**config.mk**
```make
export PLATFORM = sky130hd
export DESIGN_NAME = pc_io_glue
export DESIGN_NICKNAME = d
export VERILOG_FILES = /design/src/pc_io_pkg.sv /design/src/io_port_decode.sv /design/src/sys_ctl_port.sv /design/src/io_read_mux.sv /design/src/mgmt_decode.sv /design/src/pc_io_glue.sv
export SDC_FILE = /design/constraint.sdc
export NUM_CORES = 1
export LEC_CHECK = 0
export BUFFER_PORTS_ARGS = -buffer_cell sky130_fd_sc_hd__buf_2
export CAP_MARGIN = 40
export CORE_AREA = 3 3 142 144
export CTS_CLUSTER_SIZE = 25
export DETAILED_ROUTE_END_ITERATION = 8
export DIE_AREA = 0 0 145 147
export PLACE_DENSITY = 0.5
export SYNTH_ARGS = -nofsm -noshare
export SYNTH_HDL_FRONTEND = slang
export SYNTH_SLANG_ARGS = --single-unit
```
**constraint.sdc**
```tcl
create_clock -name clk_sys -period 4.3 [get_ports clk_sys]
set_input_delay 0.43 -clock clk_sys [delete_from_list [all_inputs] [get_ports clk_sys]]
set_output_delay 0.43 -clock clk_sys [all_outputs]
set_load 0.01 [all_outputs]
```
**src/pc_io_pkg.sv**
```systemverilog
package pc_io_pkg;

	localparam int io_addr_w = 16;

	// Port window bases.
	localparam logic [io_addr_w-1:0] port_ide0       = 16'h01F0;
	localparam logic [io_addr_w-1:0] port_ide0_ctl   = 16'h03F6;
	localparam logic [io_addr_w-1:0] port_ide1       = 16'h0170;
	localparam logic [io_addr_w-1:0] port_ide1_ctl   = 16'h0376;
	localparam logic [io_addr_w-1:0] port_fdd        = 16'h03F0;
	localparam logic [io_addr_w-1:0] port_fdd_b      = 16'h03F4;
	localparam logic [io_addr_w-1:0] port_fdd_c      = 16'h03F7;
	localparam logic [io_addr_w-1:0] port_dma_master = 16'h00C0;
	localparam logic [io_addr_w-1:0] port_dma_page   = 16'h0080;
	localparam logic [io_addr_w-1:0] port_dma_slave  = 16'h0000;
	localparam logic [io_addr_w-1:0] port_pic_master = 16'h0020;
	localparam logic [io_addr_w-1:0] port_pic_slave  = 16'h00A0;
	localparam logic [io_addr_w-1:0] port_pit        = 16'h0040;
	localparam logic [io_addr_w-1:0] port_pit_spk    = 16'h0061;
	localparam logic [io_addr_w-1:0] port_ps2_io     = 16'h0060;
	localparam logic [io_addr_w-1:0] port_ps2_ctl    = 16'h0090;
	localparam logic [io_addr_w-1:0] port_rtc        = 16'h0070;
	localparam logic [io_addr_w-1:0] port_fm         = 16'h0388;
	localparam logic [io_addr_w-1:0] port_sb         = 16'h0220;
	localparam logic [io_addr_w-1:0] port_uart1      = 16'h03F8;
	localparam logic [io_addr_w-1:0] port_uart2      = 16'h02F8;
	localparam logic [io_addr_w-1:0] port_mpu        = 16'h0330;
	localparam logic [io_addr_w-1:0] port_vga_b      = 16'h03B0;
	localparam logic [io_addr_w-1:0] port_vga_c      = 16'h03C0;
	localparam logic [io_addr_w-1:0] port_vga_d      = 16'h03D0;
	localparam logic [io_addr_w-1:0] port_joy        = 16'h0201;
	localparam logic [io_addr_w-1:0] port_sysctl     = 16'h8888;

	// Low address bits ignored per window. Single ports compare exactly.
	localparam int span_ide      = 3;
	localparam int span_fdd      = 2;
	localparam int span_fdd_b    = 1;
	localparam int span_dma_mst  = 5;
	localparam int span_dma      = 4;
	localparam int span_pic      = 1;
	localparam int span_pit      = 2;
	localparam int span_ps2_io   = 3;
	localparam int span_ps2_ctl  = 4;
	localparam int span_rtc      = 1;
	localparam int span_fm       = 2;
	localparam int span_sb       = 4;
	localparam int span_uart     = 3;
	localparam int span_mpu      = 1;
	localparam int span_vga      = 4;

	localparam logic [2:0] io_size_word = 3'd2;
	localparam logic [7:0] sysctl_key   = 8'hA1;
	localparam logic [7:0] syscfg_reset = 8'hA2;

	// Upper byte of a management address.
	localparam logic [7:0] mgmt_tgt_ide0 = 8'hF0;
	localparam logic [7:0] mgmt_tgt_ide1 = 8'hF1;
	localparam logic [7:0] mgmt_tgt_fdd  = 8'hF2;
	localparam logic [7:0] mgmt_tgt_rtc  = 8'hF4;

	typedef struct packed {
		logic [15:0] unused;
		logic [7:0]  key;
		logic [7:0]  value;
	} sysctl_word_t;

	typedef union packed {
		logic [31:0]  raw;
		sysctl_word_t sysctl; // Control port view.
	} io_wdata_u;

	typedef struct packed {
		logic [io_addr_w-1:0] address;
		logic                 read;
		logic                 write;
		logic [2:0]           datasize;
		io_wdata_u            writedata;
	} io_bus_t;

	typedef struct packed {
		logic ide0, ide1, floppy;
		logic dma_master, dma_page, dma_slave;
		logic pic_master, pic_slave;
		logic pit, ps2_io, ps2_ctl, rtc;
		logic fm, sb, uart1, uart2, mpu;
		logic vga_b, vga_c, vga_d;
		logic joy, sysctl;
	} io_sel_t;

	typedef struct packed {
		logic [7:0] floppy, dma, pic, pit;
		logic [7:0] ps2, rtc, sound, uart1;
		logic [7:0] uart2, mpu, vga, joy;
	} dev_rdata_t;

	typedef struct packed {
		logic [15:0] address;
		logic        read;
		logic        write;
	} mgmt_req_t;

	typedef struct packed {
		logic ide0_rd, ide0_wr;
		logic ide1_rd, ide1_wr;
		logic fdd_rd, fdd_wr;
		logic rtc_rd, rtc_wr;
	} mgmt_strb_t;

endpackage

```
**src/io_port_decode.sv**
```systemverilog
`timescale 1ns/1ps

module io_port_decode (
	input  logic                 clk_sys,
	input  logic                 reset,
	input  pc_io_pkg::io_bus_t   bus,
	output pc_io_pkg::io_sel_t   sel
);
	import pc_io_pkg::*;

	logic [io_addr_w-1:0] addr;
	io_sel_t              sel_nxt;

	// Address falls in a window of 2**span ports at base.
	function automatic logic in_win(input logic [io_addr_w-1:0] a,
			input logic [io_addr_w-1:0] base, input int span);
		logic [io_addr_w-1:0] mask;
		mask = '1 << span;
		return (a & mask) == base;
	endfunction

	assign addr = bus.address;

	always_comb begin
		sel_nxt = '0;
		sel_nxt.ide0       = in_win(addr, port_ide0, span_ide) || addr == port_ide0_ctl;
		sel_nxt.ide1       = in_win(addr, port_ide1, span_ide) || addr == port_ide1_ctl;
		sel_nxt.floppy     = in_win(addr, port_fdd, span_fdd) ||
		                     in_win(addr, port_fdd_b, span_fdd_b) ||
		                     addr == port_fdd_c; // 3F6h belongs to ide0.
		sel_nxt.dma_master = in_win(addr, port_dma_master, span_dma_mst);
		sel_nxt.dma_page   = in_win(addr, port_dma_page, span_dma);
		sel_nxt.dma_slave  = in_win(addr, port_dma_slave, span_dma);
		sel_nxt.pic_master = in_win(addr, port_pic_master, span_pic);
		sel_nxt.pic_slave  = in_win(addr, port_pic_slave, span_pic);
		sel_nxt.pit        = in_win(addr, port_pit, span_pit) || addr == port_pit_spk;
		sel_nxt.ps2_io     = in_win(addr, port_ps2_io, span_ps2_io);
		sel_nxt.ps2_ctl    = in_win(addr, port_ps2_ctl, span_ps2_ctl);
		sel_nxt.rtc        = in_win(addr, port_rtc, span_rtc);
		sel_nxt.fm         = in_win(addr, port_fm, span_fm);
		sel_nxt.sb         = in_win(addr, port_sb, span_sb);
		sel_nxt.uart1      = in_win(addr, port_uart1, span_uart);
		sel_nxt.uart2      = in_win(addr, port_uart2, span_uart);
		sel_nxt.mpu        = in_win(addr, port_mpu, span_mpu);
		sel_nxt.vga_b      = in_win(addr, port_vga_b, span_vga);
		sel_nxt.vga_c      = in_win(addr, port_vga_c, span_vga);
		sel_nxt.vga_d      = in_win(addr, port_vga_d, span_vga);
		sel_nxt.joy        = addr == port_joy;
		sel_nxt.sysctl     = addr == port_sysctl;
	end

	// One cycle from address to select.
	always_ff @(posedge clk_sys) begin
		if (reset) begin
			sel <= '0;
		end else begin
			sel <= sel_nxt;
		end
	end

endmodule

```
**src/sys_ctl_port.sv**
```systemverilog
`timescale 1ns/1ps

module sys_ctl_port (
	input  logic               clk_sys,
	input  logic               reset,
	input  pc_io_pkg::io_bus_t bus,
	input  pc_io_pkg::io_sel_t sel,
	output logic [7:0]         syscfg
);
	import pc_io_pkg::*;

	logic in_reset; // Set until the first disk access or keyed write.
	logic disk_hit;
	logic key_ok;

	assign disk_hit = sel.ide0 | sel.ide1 | sel.floppy;

	// Keyed 16-bit write to the control port.
	assign key_ok = bus.write && sel.sysctl && bus.datasize == io_size_word &&
	                bus.writedata.sysctl.key == sysctl_key;

	always_ff @(posedge clk_sys) begin
		if (reset) begin
			syscfg   <= syscfg_reset;
			in_reset <= 1'b1;
		end else if (disk_hit && in_reset) begin
			syscfg   <= '0; // Boot has reached the disks.
			in_reset <= 1'b0;
		end else if (key_ok) begin
			syscfg   <= bus.writedata.sysctl.value;
			in_reset <= 1'b0;
		end
	end

endmodule

```
**src/io_read_mux.sv**
```systemverilog
`timescale 1ns/1ps

module io_read_mux (
	input  pc_io_pkg::io_bus_t    bus,
	input  pc_io_pkg::io_sel_t    sel,
	input  pc_io_pkg::dev_rdata_t dev_rdata,
	input  logic [31:0]           ide0_rdata,
	input  logic [31:0]           ide1_rdata,
	output logic [31:0]           bus_readdata,
	output logic                  bus_io32
);
	import pc_io_pkg::*;

	logic [7:0] rdata8;

	// Byte devices, first match wins.
	always_comb begin
		if (sel.floppy) begin
			rdata8 = dev_rdata.floppy;
		end else if (sel.dma_master | sel.dma_slave | sel.dma_page) begin
			rdata8 = dev_rdata.dma;
		end else if (sel.pic_master | sel.pic_slave) begin
			rdata8 = dev_rdata.pic;
		end else if (sel.pit) begin
			rdata8 = dev_rdata.pit;
		end else if (sel.ps2_io | sel.ps2_ctl) begin
			rdata8 = dev_rdata.ps2;
		end else if (sel.rtc) begin
			rdata8 = dev_rdata.rtc;
		end else if (sel.sb | sel.fm) begin
			rdata8 = dev_rdata.sound;
		end else if (sel.uart1) begin
			rdata8 = dev_rdata.uart1;
		end else if (sel.uart2) begin
			rdata8 = dev_rdata.uart2;
		end else if (sel.mpu) begin
			rdata8 = dev_rdata.mpu;
		end else if (sel.vga_b | sel.vga_c | sel.vga_d) begin
			rdata8 = dev_rdata.vga;
		end else if (sel.joy) begin
			rdata8 = dev_rdata.joy;
		end else begin
			rdata8 = 8'hFF; // Open bus.
		end
	end

	assign bus_readdata = sel.ide0 ? ide0_rdata :
	                      sel.ide1 ? ide1_rdata :
	                      {24'h0, rdata8};

	// IDE data port is 32-bit, its control port at 3x6h is not.
	assign bus_io32 = ((sel.ide0 | sel.ide1) & ~bus.address[9]) | sel.sysctl;

endmodule

```
**src/mgmt_decode.sv**
```systemverilog
`timescale 1ns/1ps

module mgmt_decode (
	input  pc_io_pkg::mgmt_req_t  mgmt,
	input  logic [15:0]           mgmt_ide0_rdata,
	input  logic [15:0]           mgmt_ide1_rdata,
	input  logic [15:0]           mgmt_fdd_rdata,
	output pc_io_pkg::mgmt_strb_t mgmt_strb,
	output logic [15:0]           mgmt_readdata
);
	import pc_io_pkg::*;

	logic [7:0] tgt;
	logic       hit_ide0;
	logic       hit_ide1;
	logic       hit_fdd;
	logic       hit_rtc;

	assign tgt      = mgmt.address[15:8];
	assign hit_ide0 = tgt == mgmt_tgt_ide0;
	assign hit_ide1 = tgt == mgmt_tgt_ide1;
	assign hit_fdd  = tgt == mgmt_tgt_fdd;
	assign hit_rtc  = tgt == mgmt_tgt_rtc;

	assign mgmt_strb.ide0_rd = mgmt.read & hit_ide0;
	assign mgmt_strb.ide0_wr = mgmt.write & hit_ide0;
	assign mgmt_strb.ide1_rd = mgmt.read & hit_ide1;
	assign mgmt_strb.ide1_wr = mgmt.write & hit_ide1;
	assign mgmt_strb.fdd_rd  = mgmt.read & hit_fdd;
	assign mgmt_strb.fdd_wr  = mgmt.write & hit_fdd;
	assign mgmt_strb.rtc_rd  = mgmt.read & hit_rtc;
	assign mgmt_strb.rtc_wr  = mgmt.write & hit_rtc;

	// Floppy is the fallback source.
	assign mgmt_readdata = hit_ide0 ? mgmt_ide0_rdata :
	                       hit_ide1 ? mgmt_ide1_rdata :
	                       mgmt_fdd_rdata;

endmodule

```
**src/pc_io_glue.sv**
```systemverilog
`timescale 1ns/1ps

module pc_io_glue (
	input  logic                  clk_sys,
	input  logic                  reset,

	input  pc_io_pkg::io_bus_t    bus,
	input  pc_io_pkg::dev_rdata_t dev_rdata,
	input  logic [31:0]           ide0_rdata,
	input  logic [31:0]           ide1_rdata,

	input  pc_io_pkg::mgmt_req_t  mgmt,
	input  logic [15:0]           mgmt_ide0_rdata,
	input  logic [15:0]           mgmt_ide1_rdata,
	input  logic [15:0]           mgmt_fdd_rdata,

	output pc_io_pkg::io_sel_t    io_sel,
	output logic [31:0]           bus_readdata,
	output logic                  bus_io32,
	output logic [7:0]            syscfg,
	output pc_io_pkg::mgmt_strb_t mgmt_strb,
	output logic [15:0]           mgmt_readdata
);

	io_port_decode port_decode_i (
		.clk_sys      (clk_sys),
		.reset        (reset),
		.bus          (bus),
		.sel          (io_sel)
	);

	sys_ctl_port sys_ctl_i (
		.clk_sys      (clk_sys),
		.reset        (reset),
		.bus          (bus),
		.sel          (io_sel),
		.syscfg       (syscfg)
	);

	// Read data lines up with the registered selects.
	io_read_mux read_mux_i (
		.bus          (bus),
		.sel          (io_sel),
		.dev_rdata    (dev_rdata),
		.ide0_rdata   (ide0_rdata),
		.ide1_rdata   (ide1_rdata),
		.bus_readdata (bus_readdata),
		.bus_io32     (bus_io32)
	);

	mgmt_decode mgmt_decode_i (
		.mgmt            (mgmt),
		.mgmt_ide0_rdata (mgmt_ide0_rdata),
		.mgmt_ide1_rdata (mgmt_ide1_rdata),
		.mgmt_fdd_rdata  (mgmt_fdd_rdata),
		.mgmt_strb       (mgmt_strb),
		.mgmt_readdata   (mgmt_readdata)
	);

endmodule

```
==> flow_summary.ini <==
[run_status]
outcome = completed

[cts]
clk_path_buf_depth = 2
clock_sinks = 31
postCtsResizedCells = 0
h-tree-depth = 2
cts_tree = built
clk_pin_slew_ns = 0.05
numCtsBuffers = 5
post_cts.repair.setup_buffers = 0
holdBufCountCts = 0
cts-root-buf = clkbuf_16
clk_latency_ns = 0.26

[pwr]
power.internal_uw = 603
sequentialPowerShare = 0.366
switching_share = 0.233
pwr-share-comb = 0.226
power_density_nw_per_um2 = 147
p_clk_frac = 0.408
finalPower_uw = 787
p_switching_uw = 184
vdd_drop_max_uv = 256
leakagePower_nw = 2.65

[worst_setup_path]
crit_type = flip-flop to output port
worstPathRequired_ns = 3.87
worst_setup_path_end_kind = output port
worstPathArrival_ns = 2.57
cp_max_fo = 8
start_kind = flip-flop

[logic_synthesis]
synth_top_area_share = 0.185
netlist_instances = 426
syn_nets = 707
synthTopCellsByArea = dfxtp_1 (19%), mux2i_1 (9.6%), a22o_1 (6.0%)
ys_ff_latch = 31
ys_types = 56
syn_area_sq_um = 3350
synth_warnings = 0
avgSynthCellArea_sq_um = 7.87
synthArstFlopShare = 0
synth_seq_area_share = 0.185
synth_edf_count = 0
synth.largest_area_cell = dfxtp_1
synth-main-ff-cell = dfxtp_1

[final_layout]
layout-drive-gt1-share = 0.528
area_growth_pct = 59.6
nNetsFinal = 1023

[sta]
finalCriticalPeriod_ns = 3.00
slew_violations = 0
relSlewSlack = 0.411
rsz0062_at_grt = false
setup_viol = 0
skew_ns = 0.00199
min_period_over_period = 0.698
tightestPinTransition_ns = 0.882
tns_ns = 0
timing.fmax_ghz = 0.333
hold_viol_final = 0

[drt]
wl_um = 17800
wl_per_cell_um = 17.7
drt_iter0_markers = 194
vias = 4521
drtPass1Iterations = 4
ant_nets = 0
vias_per_cell = 4.49
drc = 0

[grt]
use_met2 = 0.273
grt_pass1_vias = 4498
grt_max_degree = 44
top_usage_layer = met2
antenna_found_initial = 7
grt_use_met3 = 0.0361
grt.total_usage = 0.153
met1_usage = 0.192
grt_pass1_wl_um = 26100
grt_overflow = 0

[min_path]
min_path_type = primary input to flip-flop

[die]
pin_count = 368
num_rows = 50
core_area_sq_um = 18800
die_x_um = 145
die_area_sq_um = 21300
start_util = 0.178
dieHeight_um = 147

[placement]
gp_congestion = 0.902
io_buffers = 342
dp_hpwl_um = 14700

[job]
cap_viol_max_count = 0
==> final timing paths <==
path                         startpoint                    end  slack (ns)  cells past startpoint
setup / recovery   port_decode_i.sel[3]        bus_readdata[2]        1.30                      5
hold / removal                  bus[42]  port_decode_i.sel[16]        0.37                      2
setup reg to reg  port_decode_i.sel[20]    sys_ctl_i.syscfg[3]        2.56                      4
hold reg to reg      sys_ctl_i.in_reset     sys_ctl_i.in_reset        0.48                      1
==> flip-flops by register name, summed over array words and instances, names as in the netlist <==
signal / count
port_decode_i.sel: 22
sys_ctl_i.syscfg: 8
sys_ctl_i.in_reset: 1
==> cell type report <==
cell class | count | area [sq um]
fillers | 2107 | 13500
multi-input cells | 331 | 2400
repair buffers | 345 | 1750
flip-flops and latches | 31 | 622
well taps | 260 | 325
clock buffers | 7 | 133
inverters | 28 | 105
diodes | 3 | 7.51
clock inverters | 1 | 5.00
==> synth_stat cells, types with 2 or more instances <==
library cell,number
nand2_1,14
buf_2,5
or3_1,3
a21o_2,6
o21ai_0,2
a22o_1,23
a21o_1,2
nor2b_1,3
and4b_1,6
nor4_1,6
nor4b_1,3
o21a_1,8
a32oi_1,8
a221o_1,9
o211ai_1,8
a21oi_1,33
a211oi_1,8
buf_4,2
or3_4,4
inv_1,28
a221o_2,7
o21bai_1,4
mux2i_1,32
or2_2,2
and2_1,4
buf_6,5
or2b_2,13
dfxtp_1,31
clkbuf_8,3
nor3_1,10
nand4_1,6
a221oi_1,8
nor3b_1,10
nor2_1,44
clkbuf_1,18
nand2b_1,3
nand3b_1,16
o2111ai_1,8
nand3_1,4
==> kinds of logic after synthesis <==
kind of cell    after synthesis  synth area share
flops                        31             0.185
simple gates                163             0.306
mux                          32            0.0956
buf+inv                      64            0.0989
compound gates              136             0.314
==> through the flow <==
step	area, sq um	instances	setup WS (ns)	utilization	hold slack (ns)
2_1_floorplan	3350	426	2.29	-	0.452
3_3_place_gp	5170	993	1.50	0.275	0.460
3_5_place_dp	5210	995	1.50	0.276	0.470
4_1_cts	5340	1003	1.21	0.284	0.372
5_1_grt	5350	1005	1.14	0.284	0.382
6_report	5350	1006	1.30	0.284	0.372
==> cell usage in the layout (no fill, tap or decap), types with 9 or more instances in the layout <==
| cell type | Yosys | layout |
|---|---|---|
| buf_2 | 5 | 342 |
| nor2_1 | 44 | 44 |
| a21oi_1 | 33 | 33 |
| mux2i_1 | 32 | 32 |
| dfxtp_1 | 31 | 30 |
| inv_1 | 28 | 28 |
| a22o_1 | 23 | 23 |
| nand3b_1 | 16 | 16 |
| nand2_1 | 14 | 14 |
| or2b_2 | 13 | 13 |
| nor3b_1 | 10 | 10 |
| nor3_1 | 10 | 10 |
| a221o_1 | 9 | 9 |
==> metal layers <==
layer | vias to the layer above | routed length (um)
met5 | - | 55
met2 | 166 | 8820
met3 | 16 | 1200
met4 | 8 | 154
li1 | 2253 | -
met1 | 2078 | 7530
==> power by group through the flow <==
stage          registers, mW  clock network, mW  logic [mW]
2_1_floorplan          0.294                  0      0.0383
3_3_place_gp           0.294                  0       0.175
3_5_place_dp           0.294                  0       0.177
4_1_cts                0.288              0.329       0.178
5_1_grt                0.287              0.341       0.198
6_report               0.288              0.321       0.178
==> critical path, stage by stage (launching register included) <==
cell      delay, ns
dfxtp_1        0.30
or3_1          0.64
mux2i_1        0.21
a211oi_1       0.70
o211ai_1       0.25
buf_2          0.20
No activity file was read; power rests on OpenSTA's default activity.
